### src/hw/lsu_conf_pkg.sv
package lsu_conf_pkg;

  // Data path width
  localparam int XLEN_W = 32;

  // ROB ids wrap around, ages compare by modular distance
  localparam int ROB_ID_W = 5;

  // L1D data array, word addressed
  localparam int DCACHE_WORDS  = 64;
  localparam int DCACHE_ADDR_W = 6;

endpackage

### src/hw/lsu_pkg.sv
package lsu_pkg;

  // ------------------------------------------------------------------------
  // Dispatch
  // ------------------------------------------------------------------------
  typedef enum logic {
    CAT_LD = 1'b0,
    CAT_ST = 1'b1
  } inst_cat_e;

  typedef struct packed {
    logic [6:0]                      preg;
    logic [lsu_conf_pkg::XLEN_W-8:0] rsvd;
  } ld_payload_t;

  typedef struct packed {
    logic [lsu_conf_pkg::XLEN_W-1:0] data;
  } st_payload_t;

  // Category selects the valid view
  typedef union packed {
    ld_payload_t ld;
    st_payload_t st;
  } disp_payload_u;

  typedef struct packed {
    logic                                   valid;
    inst_cat_e                              cat;
    logic [lsu_conf_pkg::ROB_ID_W-1:0]      rob_id;
    logic [lsu_conf_pkg::DCACHE_ADDR_W-1:0] addr;
    disp_payload_u                          payload;
  } disp_t;

  typedef struct packed {
    logic                              valid;
    logic [lsu_conf_pkg::ROB_ID_W-1:0] rob_id;
  } commit_t;

  typedef struct packed {
    logic                              valid;
    logic [lsu_conf_pkg::ROB_ID_W-1:0] rob_id;
    logic                              is_load;
    logic [lsu_conf_pkg::XLEN_W-1:0]   data;
  } done_rpt_t;

  // ------------------------------------------------------------------------
  // Forwarding and L1D ports
  // ------------------------------------------------------------------------
  typedef struct packed {
    logic                                   valid;
    logic [lsu_conf_pkg::ROB_ID_W-1:0]      rob_id;
    logic [lsu_conf_pkg::DCACHE_ADDR_W-1:0] addr;
  } fwd_req_t;

  typedef struct packed {
    logic                            hit;
    logic [lsu_conf_pkg::XLEN_W-1:0] data;
  } fwd_resp_t;

  typedef struct packed {
    logic                                   valid;
    logic [lsu_conf_pkg::DCACHE_ADDR_W-1:0] addr;
  } l1d_rd_req_t;

  typedef struct packed {
    logic                                   valid;
    logic [lsu_conf_pkg::DCACHE_ADDR_W-1:0] addr;
    logic [lsu_conf_pkg::XLEN_W-1:0]        data;
  } l1d_wr_req_t;

  // True when a is older than b in the ROB
  function automatic logic rob_older(
    input logic [lsu_conf_pkg::ROB_ID_W-1:0] a,
    input logic [lsu_conf_pkg::ROB_ID_W-1:0] b
  );
    logic [lsu_conf_pkg::ROB_ID_W-1:0] diff;
    diff = a - b;
    return diff[lsu_conf_pkg::ROB_ID_W-1];
  endfunction

endpackage

### src/hw/lsu_ldq.sv
`timescale 1ns/1ps

module lsu_ldq #(
  parameter int LDQ_DEPTH = 4
) (
  input  logic                            i_clk,
  input  logic                            i_reset_n,
  input  lsu_pkg::disp_t                  i_disp,
  input  lsu_pkg::fwd_resp_t              i_fwd_resp,
  input  logic                            i_ld_grant,
  input  logic [lsu_conf_pkg::XLEN_W-1:0] i_rd_data,
  output logic                            o_full,
  output lsu_pkg::fwd_req_t               o_fwd_req,
  output lsu_pkg::l1d_rd_req_t            o_rd_req,
  output lsu_pkg::done_rpt_t              o_done_report
);

  localparam int IDX_W = $clog2(LDQ_DEPTH);

  typedef enum logic [1:0] {
    LD_WAIT,
    LD_RD,
    LD_DONE
  } ld_state_e;

  typedef struct packed {
    logic [lsu_conf_pkg::ROB_ID_W-1:0]      rob_id;
    logic [lsu_conf_pkg::DCACHE_ADDR_W-1:0] addr;
    logic [lsu_conf_pkg::XLEN_W-1:0]        data;
  } ld_entry_t;

  logic [LDQ_DEPTH-1:0] r_valid;
  ld_state_e            r_state [LDQ_DEPTH];
  ld_entry_t            r_ent [LDQ_DEPTH];
  logic                 r_rd_pend;
  logic [IDX_W-1:0]     r_rd_idx;

  logic                                             w_alloc;
  logic [IDX_W-1:0]                                 w_alloc_idx;
  logic [LDQ_DEPTH-1:0][lsu_conf_pkg::ROB_ID_W-1:0] w_ids;
  logic [LDQ_DEPTH-1:0]                             w_wait_mask;
  logic [LDQ_DEPTH-1:0]                             w_done_mask;
  logic [IDX_W-1:0]                                 w_sel_idx;
  logic [IDX_W-1:0]                                 w_done_idx;
  logic                                             w_sel_vld;
  logic                                             w_fwd_hit;
  logic                                             w_issue;

  // Index of the oldest entry in mask
  function automatic logic [IDX_W-1:0] f_oldest(
    input logic [LDQ_DEPTH-1:0]                             mask,
    input logic [LDQ_DEPTH-1:0][lsu_conf_pkg::ROB_ID_W-1:0] ids
  );
    logic [IDX_W-1:0] idx;
    logic             found;
    idx   = '0;
    found = 1'b0;
    for (int i = 0; i < LDQ_DEPTH; i++) begin
      if (mask[i] && (!found || lsu_pkg::rob_older(ids[i], ids[idx]))) begin
        idx   = IDX_W'(i);
        found = 1'b1;
      end
    end
    return idx;
  endfunction

  always_comb begin
    w_alloc_idx = '0;
    for (int i = LDQ_DEPTH - 1; i >= 0; i--) begin
      w_ids[i]       = r_ent[i].rob_id;
      w_wait_mask[i] = r_valid[i] && (r_state[i] == LD_WAIT);
      w_done_mask[i] = r_valid[i] && (r_state[i] == LD_DONE);
      if (!r_valid[i]) begin
        w_alloc_idx = IDX_W'(i);
      end
    end
  end

  assign o_full  = &r_valid;
  assign w_alloc = i_disp.valid && (i_disp.cat == lsu_pkg::CAT_LD) && !o_full;

  // ------------------------------------------------------------------------
  // Issue: forwarding check first, then the read port
  // ------------------------------------------------------------------------
  assign w_sel_vld = |w_wait_mask;
  assign w_sel_idx = f_oldest(w_wait_mask, w_ids);
  assign w_fwd_hit = w_sel_vld && i_fwd_resp.hit;

  assign o_fwd_req.valid  = w_sel_vld;
  assign o_fwd_req.rob_id = r_ent[w_sel_idx].rob_id;
  assign o_fwd_req.addr   = r_ent[w_sel_idx].addr;

  assign o_rd_req.valid = w_sel_vld && !i_fwd_resp.hit;
  assign o_rd_req.addr  = r_ent[w_sel_idx].addr;
  // No grant means retry next cycle
  assign w_issue        = o_rd_req.valid && i_ld_grant;

  // Oldest finished load reports
  assign w_done_idx              = f_oldest(w_done_mask, w_ids);
  assign o_done_report.valid     = |w_done_mask;
  assign o_done_report.rob_id    = r_ent[w_done_idx].rob_id;
  assign o_done_report.is_load   = 1'b1;
  assign o_done_report.data      = r_ent[w_done_idx].data;

  always_ff @(posedge i_clk or negedge i_reset_n) begin
    if (!i_reset_n) begin
      r_valid   <= '0;
      r_rd_pend <= 1'b0;
      r_rd_idx  <= '0;
      for (int i = 0; i < LDQ_DEPTH; i++) begin
        r_state[i] <= LD_WAIT;
      end
    end else begin
      if (w_alloc) begin
        r_valid[w_alloc_idx] <= 1'b1;
        r_state[w_alloc_idx] <= LD_WAIT;
      end
      if (w_fwd_hit) begin
        r_state[w_sel_idx] <= LD_DONE;
      end else if (w_issue) begin
        r_state[w_sel_idx] <= LD_RD;
      end
      if (r_rd_pend) begin
        r_state[r_rd_idx] <= LD_DONE;
      end
      // Arbiter always takes load reports
      if (o_done_report.valid) begin
        r_valid[w_done_idx] <= 1'b0;
      end
      r_rd_pend <= w_issue;
      r_rd_idx  <= w_sel_idx;
    end
  end

  always_ff @(posedge i_clk) begin
    if (w_alloc) begin
      r_ent[w_alloc_idx].rob_id <= i_disp.rob_id;
      r_ent[w_alloc_idx].addr   <= i_disp.addr;
    end
    if (w_fwd_hit) begin
      r_ent[w_sel_idx].data <= i_fwd_resp.data;
    end
    if (r_rd_pend) begin
      r_ent[r_rd_idx].data <= i_rd_data;
    end
  end

  // A grant only answers a read from a valid entry
  a_rd_from_valid: assert property (
    @(posedge i_clk) disable iff (!i_reset_n)
    i_ld_grant |-> o_rd_req.valid && r_valid[w_sel_idx]
  );

  // Read data only lands on an entry still waiting for it
  a_rd_resp_owned: assert property (
    @(posedge i_clk) disable iff (!i_reset_n)
    r_rd_pend |-> r_valid[r_rd_idx] && (r_state[r_rd_idx] == LD_RD)
  );

endmodule

### config.mk
export PLATFORM = sky130hd
export DESIGN_NAME = lsu_ldq
export DESIGN_NICKNAME = d
export VERILOG_FILES = /design/src/hw/lsu_conf_pkg.sv /design/src/hw/lsu_pkg.sv /design/src/hw/lsu_ldq.sv
export SDC_FILE = /design/constraint.sdc
export NUM_CORES = 1
export LEC_CHECK = 0
export BUFFER_PORTS_ARGS = -buffer_cell sky130_fd_sc_hd__buf_2
export CORE_ASPECT_RATIO = 0.6
export CORE_MARGIN = 2
export CORE_UTILIZATION = 40
export DETAILED_ROUTE_END_ITERATION = 16
export SLEW_MARGIN = 0
export SYNTH_ARGS = -nofsm -noshare
export SYNTH_HDL_FRONTEND = slang
export SYNTH_SLANG_ARGS = --single-unit
### constraint.sdc
create_clock -name i_clk -period 27.7 [get_ports i_clk]
set_input_delay 2.77 -clock i_clk [delete_from_list [all_inputs] [get_ports i_clk]]
set_output_delay 2.77 -clock i_clk [all_outputs]
set_load 0.01 [all_outputs]
==> flow_summary_export.csv, run 1 <==
group,metric,value,unit
global_route,grt_max_degree,72,
worst_setup_path,crit_arrival,8.44,ns
clock_tree,insertion_delay,0.44,ns
yosys,syn_avg_cell_area,13.0,um^2
worst_setup_path,r2r-start,"r_ent[1][40]",
worst_setup_path,path_max_fanout,17,
global_route,overflow,0,
worst_setup_path,cp_data_required_time,24.93,ns
floorplanning,ios,172,
clock_tree,htreeDepth,4,
yosys,synth_edf_count,172,
global_route,grt_pass1_wl,37.0,mm
power_and_ir_drop,vdd_drop_max,0.0429,mV
clock_tree,ctsResizeCount,0,
worst_setup_path,critPathKind,"reg -> out",
worst_setup_path,cpMaxStageDelayCell,"a2111oi_0",
yosys,synthTopCellsByArea,"edfxtp_1 (52%), mux2_2 (18%), mux2i_1 (4.4%)",
worst_setup_path,cp-start-kind,"flip-flop",
hold_path,holdPathStages,1,
detailed_routing,wirelength,24.6,mm
flow_run,maxCapViolCount,0,
yosys,synth_seq_cells,187,
floorplanning,fp.dieW,208,um
final_layout,fin_util,47.6,%
clock_tree,root_buffer,"clkbuf_16",
hold_path,min_from,"r_state[1]",
sta,fin_tns_setup,0,ns
yosys,syn_nets,897,
clock_tree,cts_tree,"done",
detailed_routing,avgViaCountPerCell,5.25,
power_and_ir_drop,seqPwrFrac,35.2,%
global_route,grt_pass1_vias,6276,
clock_tree,postCtsSetupRepairBufs,0,
global_route,grt_use_total,18.8,%
final_layout,nFillCells,2202,
power_and_ir_drop,p_per_area,95.7,nW/um^2
yosys,synth_top_area_share,51.6,%
clock_tree,cts.sinks,187,
detailed_routing,drc,0,
clock_tree,clkTransAtPathRegs,0.07,ns
worst_setup_path,worstRegToRegCells,24,
placed_design,io_buffers,138,
sta,rsz0062_at_grt,"no",
clock_tree,cts.path.max_buffers,2,
yosys,synth_area,10000,um^2
worst_setup_path,regToRegSetupSlack,19.20,ns
sta,slew-limit-headroom,27.0,%
detailed_routing,wl_per_cell,19.9,um
sta,fin_skew,0.0101,ns
yosys,synthTopCellsByCount,"edfxtp_1 (172), mux2_2 (160), nor2_1 (61), a21oi_1 (49), mux2i_1 (44)",
final_layout,final_layout_size_suffix_gt1_share,40.9,%
power_and_ir_drop,intPower,0.000694,W
placed_design,hpwlAfterDp,15.9,mm
worst_setup_path,worst_path_most_repeated_cell,"ha_1",
power_and_ir_drop,p_comb_share,44.5,%
worst_setup_path,max_stage_delay,0.80,ns
yosys,synth_top_area_cell,"edfxtp_1",
sta,fin_hold_ws,0.520,ns
outcome,status,"completed",
power_and_ir_drop,power_frac_clock,20.3,%
worst_setup_path,r2r-end,"r_ent[0][2]",
floorplanning,die_y,127,um
sta,maxSlewViolCount,0,
hold_path,hold_end,"r_state[1]",
detailed_routing,via_count,6487,
floorplanning,coreArea,24400,um^2
sta,period_minus_slack,11.21,ns
power_and_ir_drop,p_switching,0.000416,W
yosys,async_reset_ff_share,8.02,%
final_layout,final_nets,1026,
yosys,synth_most_common_cell,"edfxtp_1",
detailed_routing,dr.pass1.iters,4,
global_route,antenna_found_initial,4,
yosys,yosys_warnings,0,
yosys,synth_flop_cell,"edfxtp_1",
power_and_ir_drop,switching_share,37.5,%
sta,hold_viol,0,
detailed_routing,final_antenna_net_count,0,
hold_path,hold_class,"reg -> reg",
detailed_routing,drt-initial-drc-count,446,
sta,finalCritPeriodShare,40.5,%
sta,max_freq,89.2,MHz
floorplanning,die_area,26400,um^2
worst_setup_path,crit_path_end_kind,"output pin",
power_and_ir_drop,power,0.00111,W
yosys,synth_cell_type_count,58,
final_layout,area_growth,15.9,%
floorplanning,start_util,41.1,%
clock_tree,cts_hold_buf,0,
yosys,ys_seq_area_share,55.3,%
sta,setup_viol,0,
clock_tree,numCtsBuffers,17,
power_and_ir_drop,p_leak,4.41,nW
placed_design,globalplace.congestion,0.851,
yosys,synthCells,769,
floorplanning,num_rows,44,
sta,tightestPinTransition,1.09,ns
## critical path, delay by kind of cell (launching register included)
kind                       cells  cell delay, ns
and+or+nand+nor                5            1.29
DFF                            1            0.43
adders and majority gates      3            0.95
muxes                          2            0.51
buffers and inverters          3            0.78
AOI/OAI and AO/OA             11            3.85
xor gates and xnor gates       1            0.18
## cells by family (layout without fill, tap and decap cells)
| group | Yosys count | in the layout | share of synthesized area [%] |
|---|---|---|---|
| multiplexers | 214 | 214 | 23.9 |
| flip-flops | 187 | 187 | 55.3 |
| AND/OR/NAND/NOR | 167 | 167 | 8.16 |
| AO/OA/AOI/OAI | 120 | 120 | 7.50 |
| buffers and inverters | 59 | 200 | 2.69 |
| adder cells (fa/ha/maj) | 15 | 15 | 1.87 |
| XOR/XNOR | 6 | 6 | 0.525 |
| other | 1 | 5 | 0.0374 |
## power groups by stage
stage | combinational (W) | sequential, W | clock, W
4_1_cts | 0.000499 | 0.000390 | 0.000229
3_3_place_gp | 0.000493 | 0.000395 | 0
3_5_place_dp | 0.000496 | 0.000396 | 0
2_1_floorplan | 0.000339 | 0.000388 | 0
6_report | 0.000494 | 0.000391 | 0.000225
5_1_grt | 0.000539 | 0.000395 | 0.000241
## state kept, by name (all words and copies together) (netlist names)
name       cells
r_ent        172
r_rd_idx       2
r_state        8
r_valid        4
r_rd_pend      1
## layout make-up
cell class	count	area (um^2)	share of cell area (%)
clock inverters	13	93.8	0.809
flip-flops and latches	187	5540	47.8
well taps	322	403	3.47
multi-input cells	523	4260	36.7
inverters	15	56.3	0.485
diodes	4	10.0	0.0863
clock buffers	18	429	3.70
repair buffers	154	811	6.99
## through the flow
step / std cells / worst slack [ns] / cell area (um^2)
CTS: 1232 / 16.54 / 11600
global placement: 1201 / 17.22 / 11100
floorplan: 769 / 18.44 / 10000
finish: 1236 / 16.49 / 11600
global route: 1232 / 15.76 / 11600
detailed placement: 1201 / 17.06 / 11100
## how the worst max path moves through the flow
| stage | start | end | slack, ns | cells past startpoint |
|---|---|---|---|---|
| after detailed placement | r_ent[1][40] | o_rd_req[4] | 17.06 | 25 |
| after CTS | r_ent[1][40] | o_rd_req[4] | 16.54 | 25 |
| after global placement | r_ent[1][40] | o_rd_req[4] | 17.22 | 25 |
| after global routing | r_ent[1][40] | o_rd_req[4] | 15.76 | 25 |
| after floorplan | r_ent[1][40] | o_rd_req[0] | 18.44 | 27 |
| final | r_ent[1][40] | o_rd_req[4] | 16.49 | 25 |
## layout by cell type, fill, tap and decap left out, types with 4 or more instances in the layout
master and n:
nor2_1 61, nor3_1 5, mux2i_1 44, nand2b_1 11, dfrtp_1 15, a21oi_1 49
inv_1 15, diode_2 4, mux2_4 10, nand3_1 7, ha_1 15, o21a_1 4
buf_2 138, mux2_2 160, a31oi_1 10, and3b_1 4, and2_1 4, clkbuf_16 17
nand4_1 4, xnor2_1 4, edfxtp_1 172, o21ai_0 18, buf_4 16, a2111oi_0 5
nand3b_1 7, nand2_1 39, and3_1 4
## routing by layer
metal  share of wire (%)  vias to the layer above  wire [um]  track usage (%)
met5                   0                        -          0                0
met4                0.80                        0        196             4.53
met3                 5.6                       14       1370             4.65
met2                  41                      162      10200             26.4
met1                  52                     3134      12800             28.7
li1                    -                     3177          -                -
(Power assumes the default switching activity.)
==> run 2: changes to the inputs <==
Clock period 27.7 ns to 9.1 ns, I/O delays scaled along.
==> flow_summary_export.csv, run 2 (synthesis results as in run 1) <==
group,metric,value,unit
clock_tree,postCtsSetupRepairBufs,0,
worst_setup_path,r2r-start,"r_ent[1][40]",
sta,worst_slack,0.777,ns
power_and_ir_drop,intPower,0.00215,W
clock_tree,root_buffer,"clkbuf_16",
sta,hold_viol,0,
worst_setup_path,path_buf_inv,2,
sta,slew-limit-headroom,37.1,%
sta,rsz0062_at_grt,"no",
final_layout,layout_common_cells,"edfxtp_1 (172), mux2_2 (160), buf_2 (138)",
worst_setup_path,path_max_fanout,17,
placed_design,globalplace.congestion,0.840,
worst_setup_path,worst_path_most_repeated_cell,"ha_1",
floorplanning,ios,172,
detailed_routing,dr.pass1.iters,4,
final_layout,seqCellArea,5540,um^2
floorplanning,fp.dieW,208,um
clock_tree,cts.sinks,187,
flow_run,maxCapViolCount,0,
floorplanning,coreArea,24400,um^2
placed_design,io_buffers,138,
final_layout,top_register,"r_ent",
global_route,grt_use_total,19.2,%
clock_tree,cts.path.max_buffers,2,
detailed_routing,via_count,6597,
final_layout,biggestRegsByFlops,"r_ent x172, r_state x8, r_valid x4",
clock_tree,htreeDepth,4,
clock_tree,clkTransAtPathRegs,0.07,ns
power_and_ir_drop,switching_share,36.9,%
power_and_ir_drop,p_per_area,292,nW/um^2
clock_tree,insertion_delay,0.43,ns
detailed_routing,drt-initial-drc-count,468,
sta,fin_skew,0.0113,ns
floorplanning,die_y,127,um
final_layout,final_layout_size_suffix_gt1_share,41.4,%
clock_tree,numCtsBuffers,17,
final_layout,area_growth,16.7,%
floorplanning,start_util,41.1,%
sta,fin_tns_setup,0,ns
sta,maxSlewViolCount,0,
worst_setup_path,cp_data_required_time,8.19,ns
sta,tightestPinTransition,0.941,ns
clock_tree,ctsResizeCount,0,
sta,max_freq,120,MHz
global_route,grt_pass1_vias,6376,
detailed_routing,avgViaCountPerCell,5.31,
power_and_ir_drop,power_frac_clock,20.3,%
worst_setup_path,cpMaxStageDelayCell,"a2111oi_0",
detailed_routing,final_antenna_net_count,0,
global_route,overflow,0,
power_and_ir_drop,seqPwrFrac,34.9,%
hold_path,hold_class,"in -> async",
floorplanning,die_area,26400,um^2
placed_design,hpwlAfterDp,16.2,mm
worst_setup_path,max_stage_delay,0.62,ns
detailed_routing,wirelength,24.7,mm
worst_setup_path,worstSetupStartpoint,"r_ent[1][40]",
power_and_ir_drop,vdd_drop_max,0.141,mV
placed_design,dpl_worst_slack,0.808,ns
sta,finalCritPeriodShare,91.5,%
power_and_ir_drop,p_leak,4.45,nW
clock_tree,cts_hold_buf,0,
final_layout,final_nets,1032,
detailed_routing,wl_per_cell,19.9,um
floorplanning,num_rows,44,
power_and_ir_drop,p_switching,0.00126,W
worst_setup_path,cp_cell_sequence,"ha_1 -> o21ai_0 -> and2b_1 -> o21ai_1 -> a31oi_1 -> buf_4 -> nor2_1 -> a21oi_1 -> ha_1 -> a2111oi_0 -> nor2_1 -> a2111o_1 -> o21ai_1 -> nand2b_2 -> o21ai_0 -> ha_1 -> a2111oi_1 -> and3_1 -> a311o_1 -> mux2i_1 -> xnor2_1 -> o21ai_4 -> mux2_2 -> buf_2",
final_layout,largest_register_ffs,172,
worst_setup_path,critPathKind,"reg -> out",
final_layout,layout_commonest_cell,"edfxtp_1",
global_route,grt_pass1_wl,38.1,mm
power_and_ir_drop,p_comb_share,44.8,%
global_route,antenna_found_initial,6,
outcome,status,"completed",
final_layout,multiInputGateArea,4270,um^2
global_route,grt_max_degree,68,
worst_setup_path,crit_path_end_kind,"output pin",
clock_tree,cts_tree,"done",
detailed_routing,drc,0,
final_layout,nFillCells,2209,
sta,setup_viol,0,
worst_setup_path,crit_arrival,7.41,ns
sta,period_minus_slack,8.32,ns
worst_setup_path,critical_path.top_delay_family,"compound AO/OA/AOI/OAI gates",
worst_setup_path,cp-start-kind,"flip-flop",
## run 2: worst paths after layout
| path | depth (start not counted) | endpoint | slack, ns |
|---|---|---|---|
| setup / recovery | 24 | o_fwd_req[2] | 0.78 |
| hold / removal | 1 | r_state[3] | 0.40 |
| setup reg to reg | 26 | r_ent[2][30] | 1.40 |
| hold reg to reg | 1 | r_state[1] | 0.52 |
| max in group asynchronous | 1 | r_state[4] | 8.42 |
| min in group i_clk | 1 | r_state[1] | 0.52 |
## run 2: layout make-up
type / count / area share, %
diodes: 6 / 0.129
well taps: 322 / 3.45
repair buffers: 160 / 7.43
inverters: 15 / 0.482
clock buffers: 18 / 3.67
flip-flops and latches: 187 / 47.4
clock inverters: 12 / 0.867
multi-input cells: 523 / 36.5
## run 2: metrics by stage
step	area, um^2	hold slack [ns]	power [W]	utilization, %	instances
4_1_cts	11700	0.383	0.00343	47.8	1237
5_1_grt	11700	0.407	0.00361	47.9	1239
2_1_floorplan	10000	0.473	0.00221	-	769
3_3_place_gp	11100	0.499	0.00272	45.6	1207
6_report	11700	0.400	0.00341	47.9	1243
3_5_place_dp	11100	0.505	0.00273	45.6	1207
## run 2: power by group through the flow
stage,clock network [W],registers (W),logic [W]
floorplan,0,0.00118,0.00103
global placement,0,0.00120,0.00152
detailed placement,0,0.00121,0.00152
CTS,0.000709,0.00119,0.00153
global route,0.000742,0.00120,0.00167
finish,0.000693,0.00119,0.00153
## run 2: layer usage
layer  track usage, %  vias to the layer above  wire length, um
li1                 -                     3194                -
met1             29.5                     3184            12800
met2             27.1                      202            10300
met3             4.33                       17             1360
met4             4.91                        0              301
met5                0                        -                0
==> run 3: changes to the inputs <==
Settings changed: PLACE_DENSITY_LB_ADDON from default to 0.25.
==> flow_summary_export.csv, run 3 (synthesis results as in run 1) <==
group,metric,value,unit
final_layout,layout_common_cells,"edfxtp_1 (172), mux2_2 (160), buf_2 (138)",
floorplanning,num_rows,44,
worst_setup_path,path_max_fanout,19,
detailed_routing,drt-initial-drc-count,412,
power_and_ir_drop,intPower,0.00221,W
placed_design,globalplace.congestion,0.840,
global_route,antenna_found_initial,2,
clock_tree,clkTransAtPathRegs,0.07,ns
final_layout,biggestRegsByFlops,"r_ent x172, r_state x8, r_valid x4",
final_layout,largest_register_ffs,172,
detailed_routing,final_antenna_net_count,0,
final_layout,layout_commonest_cell,"edfxtp_1",
final_layout,top_register,"r_ent",
sta,hold_viol,0,
sta,maxSlewViolCount,0,
worst_setup_path,crit_path_end_kind,"output pin",
clock_tree,insertion_delay,0.43,ns
detailed_routing,drc,0,
power_and_ir_drop,seqPwrFrac,34.3,%
detailed_routing,via_count,6612,
sta,fin_hold_ws,0.383,ns
power_and_ir_drop,switching_share,36.2,%
outcome,status,"completed",
sta,setup_viol,0,
floorplanning,die_area,26400,um^2
worst_setup_path,cp-start-kind,"flip-flop",
placed_design,hpwlAfterDp,16.4,mm
detailed_routing,avgViaCountPerCell,5.34,
global_route,grt_use_total,18.8,%
power_and_ir_drop,power_frac_clock,21.7,%
clock_tree,cts_tree,"done",
clock_tree,cts.sinks,187,
sta,tightestPinTransition,1.01,ns
final_layout,fin_util,48.1,%
flow_run,maxCapViolCount,0,
worst_setup_path,critPathKind,"reg -> out",
detailed_routing,wl_per_cell,19.9,um
power_and_ir_drop,p_comb_share,44.1,%
final_layout,final_nets,1031,
power_and_ir_drop,vdd_drop_max,0.143,mV
power_and_ir_drop,p_per_area,296,nW/um^2
sta,fin_tns_setup,0,ns
final_layout,area_growth,17.1,%
clock_tree,cts.path.max_buffers,2,
global_route,grt_max_degree,68,
floorplanning,ios,172,
detailed_routing,wirelength,24.6,mm
sta,slew-limit-headroom,32.2,%
global_route,grt_pass1_wl,37.7,mm
sta,rsz0062_at_grt,"no",
power_and_ir_drop,p_switching,0.00126,W
global_route,grt_pass1_vias,6393,
floorplanning,die_y,127,um
sta,period_minus_slack,8.42,ns
worst_setup_path,crit_arrival,7.51,ns
placed_design,io_buffers,138,
power_and_ir_drop,power,0.00347,W
hold_path,hold_class,"in -> async",
final_layout,final_layout_size_suffix_gt1_share,41.2,%
floorplanning,start_util,41.1,%
floorplanning,coreArea,24400,um^2
worst_setup_path,cp_data_required_time,8.19,ns
global_route,overflow,0,
clock_tree,numCtsBuffers,17,
sta,max_freq,119,MHz
power_and_ir_drop,p_leak,4.48,nW
clock_tree,cts_hold_buf,0,
clock_tree,root_buffer,"clkbuf_16",
floorplanning,fp.dieW,208,um
detailed_routing,dr.pass1.iters,5,
clock_tree,htreeDepth,4,
sta,finalCritPeriodShare,92.5,%
sta,fin_skew,0.00668,ns
==> run 3: changes by cell type in the layout (fill, tap and decap cells not counted) <==
cell,delta
bufinv_16,+2
a41o_2,+1
clkinv_4,+1
a2111oi_0,+1
clkinvlp_4,-3
a2111oi_1,-1
clkinv_1,+4
buf_12,+1
buf_4,-2
clkinv_2,-2
a41o_1,-1
diode_2,-5
==> run 3: per-stage QoR <==
step | cells | instance area [um^2] | setup slack, ns
final | 1239 | 11700 | 0.682
after global routing | 1238 | 11700 | 0.0530
after CTS | 1238 | 11700 | 0.236
after detailed placement | 1206 | 11100 | 0.817
after global placement | 1206 | 11100 | 0.878
after floorplan | 769 | 10000 | 0.278
==> run 3: worst paths after layout <==
check	slack, ns	depth (start not counted)	from	to
hold reg to reg	0.52	1	r_state[1]	r_state[1]
hold / removal	0.38	1	i_reset_n	r_state[0]
min in group i_clk	0.52	1	r_state[1]	r_state[1]
max in group asynchronous	8.45	1	i_reset_n	r_state[7]
setup / recovery	0.68	24	r_ent[1][40]	o_rd_req[2]
setup reg to reg	1.22	25	r_ent[1][40]	r_ent[3][7]
==> run 3: final cells by class <==
cell class	instances	area, um^2
multi-input cells	523	4270
flip-flops and latches	187	5540
diodes	1	2.50
repair buffers	159	873
clock buffers	18	429
well taps	322	403
fillers	2224	12700
clock inverters	14	153
inverters	15	56.3
==> run 3: layer usage <==
metal | vias up | routed length [um] | track usage (%)
met2 | 184 | 10200 | 26.9
met5 | - | 13 | 0
met1 | 3221 | 12800 | 29.0
met3 | 18 | 1340 | 3.89
met4 | 2 | 200 | 4.61
li1 | 3187 | - | -
==> run 3: repair_timing <==
item                                   CTS  global route
setup endpoints to repair                0            17
buffers inserted                         0             0
resized for setup                        0             2
endpoints found under the hold margin    0             0
==> run 3: power groups by stage <==
stage	registers (W)	logic, W	clock network, W
after CTS	0.00119	0.00154	0.000763
after global routing	0.00120	0.00166	0.000797
after floorplan	0.00118	0.00103	0
after global placement	0.00120	0.00152	0
after detailed placement	0.00121	0.00152	0
final	0.00119	0.00153	0.000751
==> run 3: critical path, cell delays in order, from the launching register on <==
cell and delay (ns):
edfxtp_1 0.43, ha_1 0.31, o21ai_0 0.26, and2b_1 0.32
o21ai_1 0.21, a31oi_1 0.23, buf_4 0.26, nor2_1 0.06
a21oi_1 0.17, ha_1 0.27, a2111oi_0 0.62, nor2_1 0.14
a2111o_1 0.36, o21ai_1 0.14, nand2b_2 0.39, o21ai_0 0.18
ha_1 0.34, a2111oi_0 0.70, and3_1 0.25, a311o_1 0.12
mux2i_1 0.10, xnor2_1 0.19, o21ai_4 0.42, mux2_2 0.43
buf_2 0.15
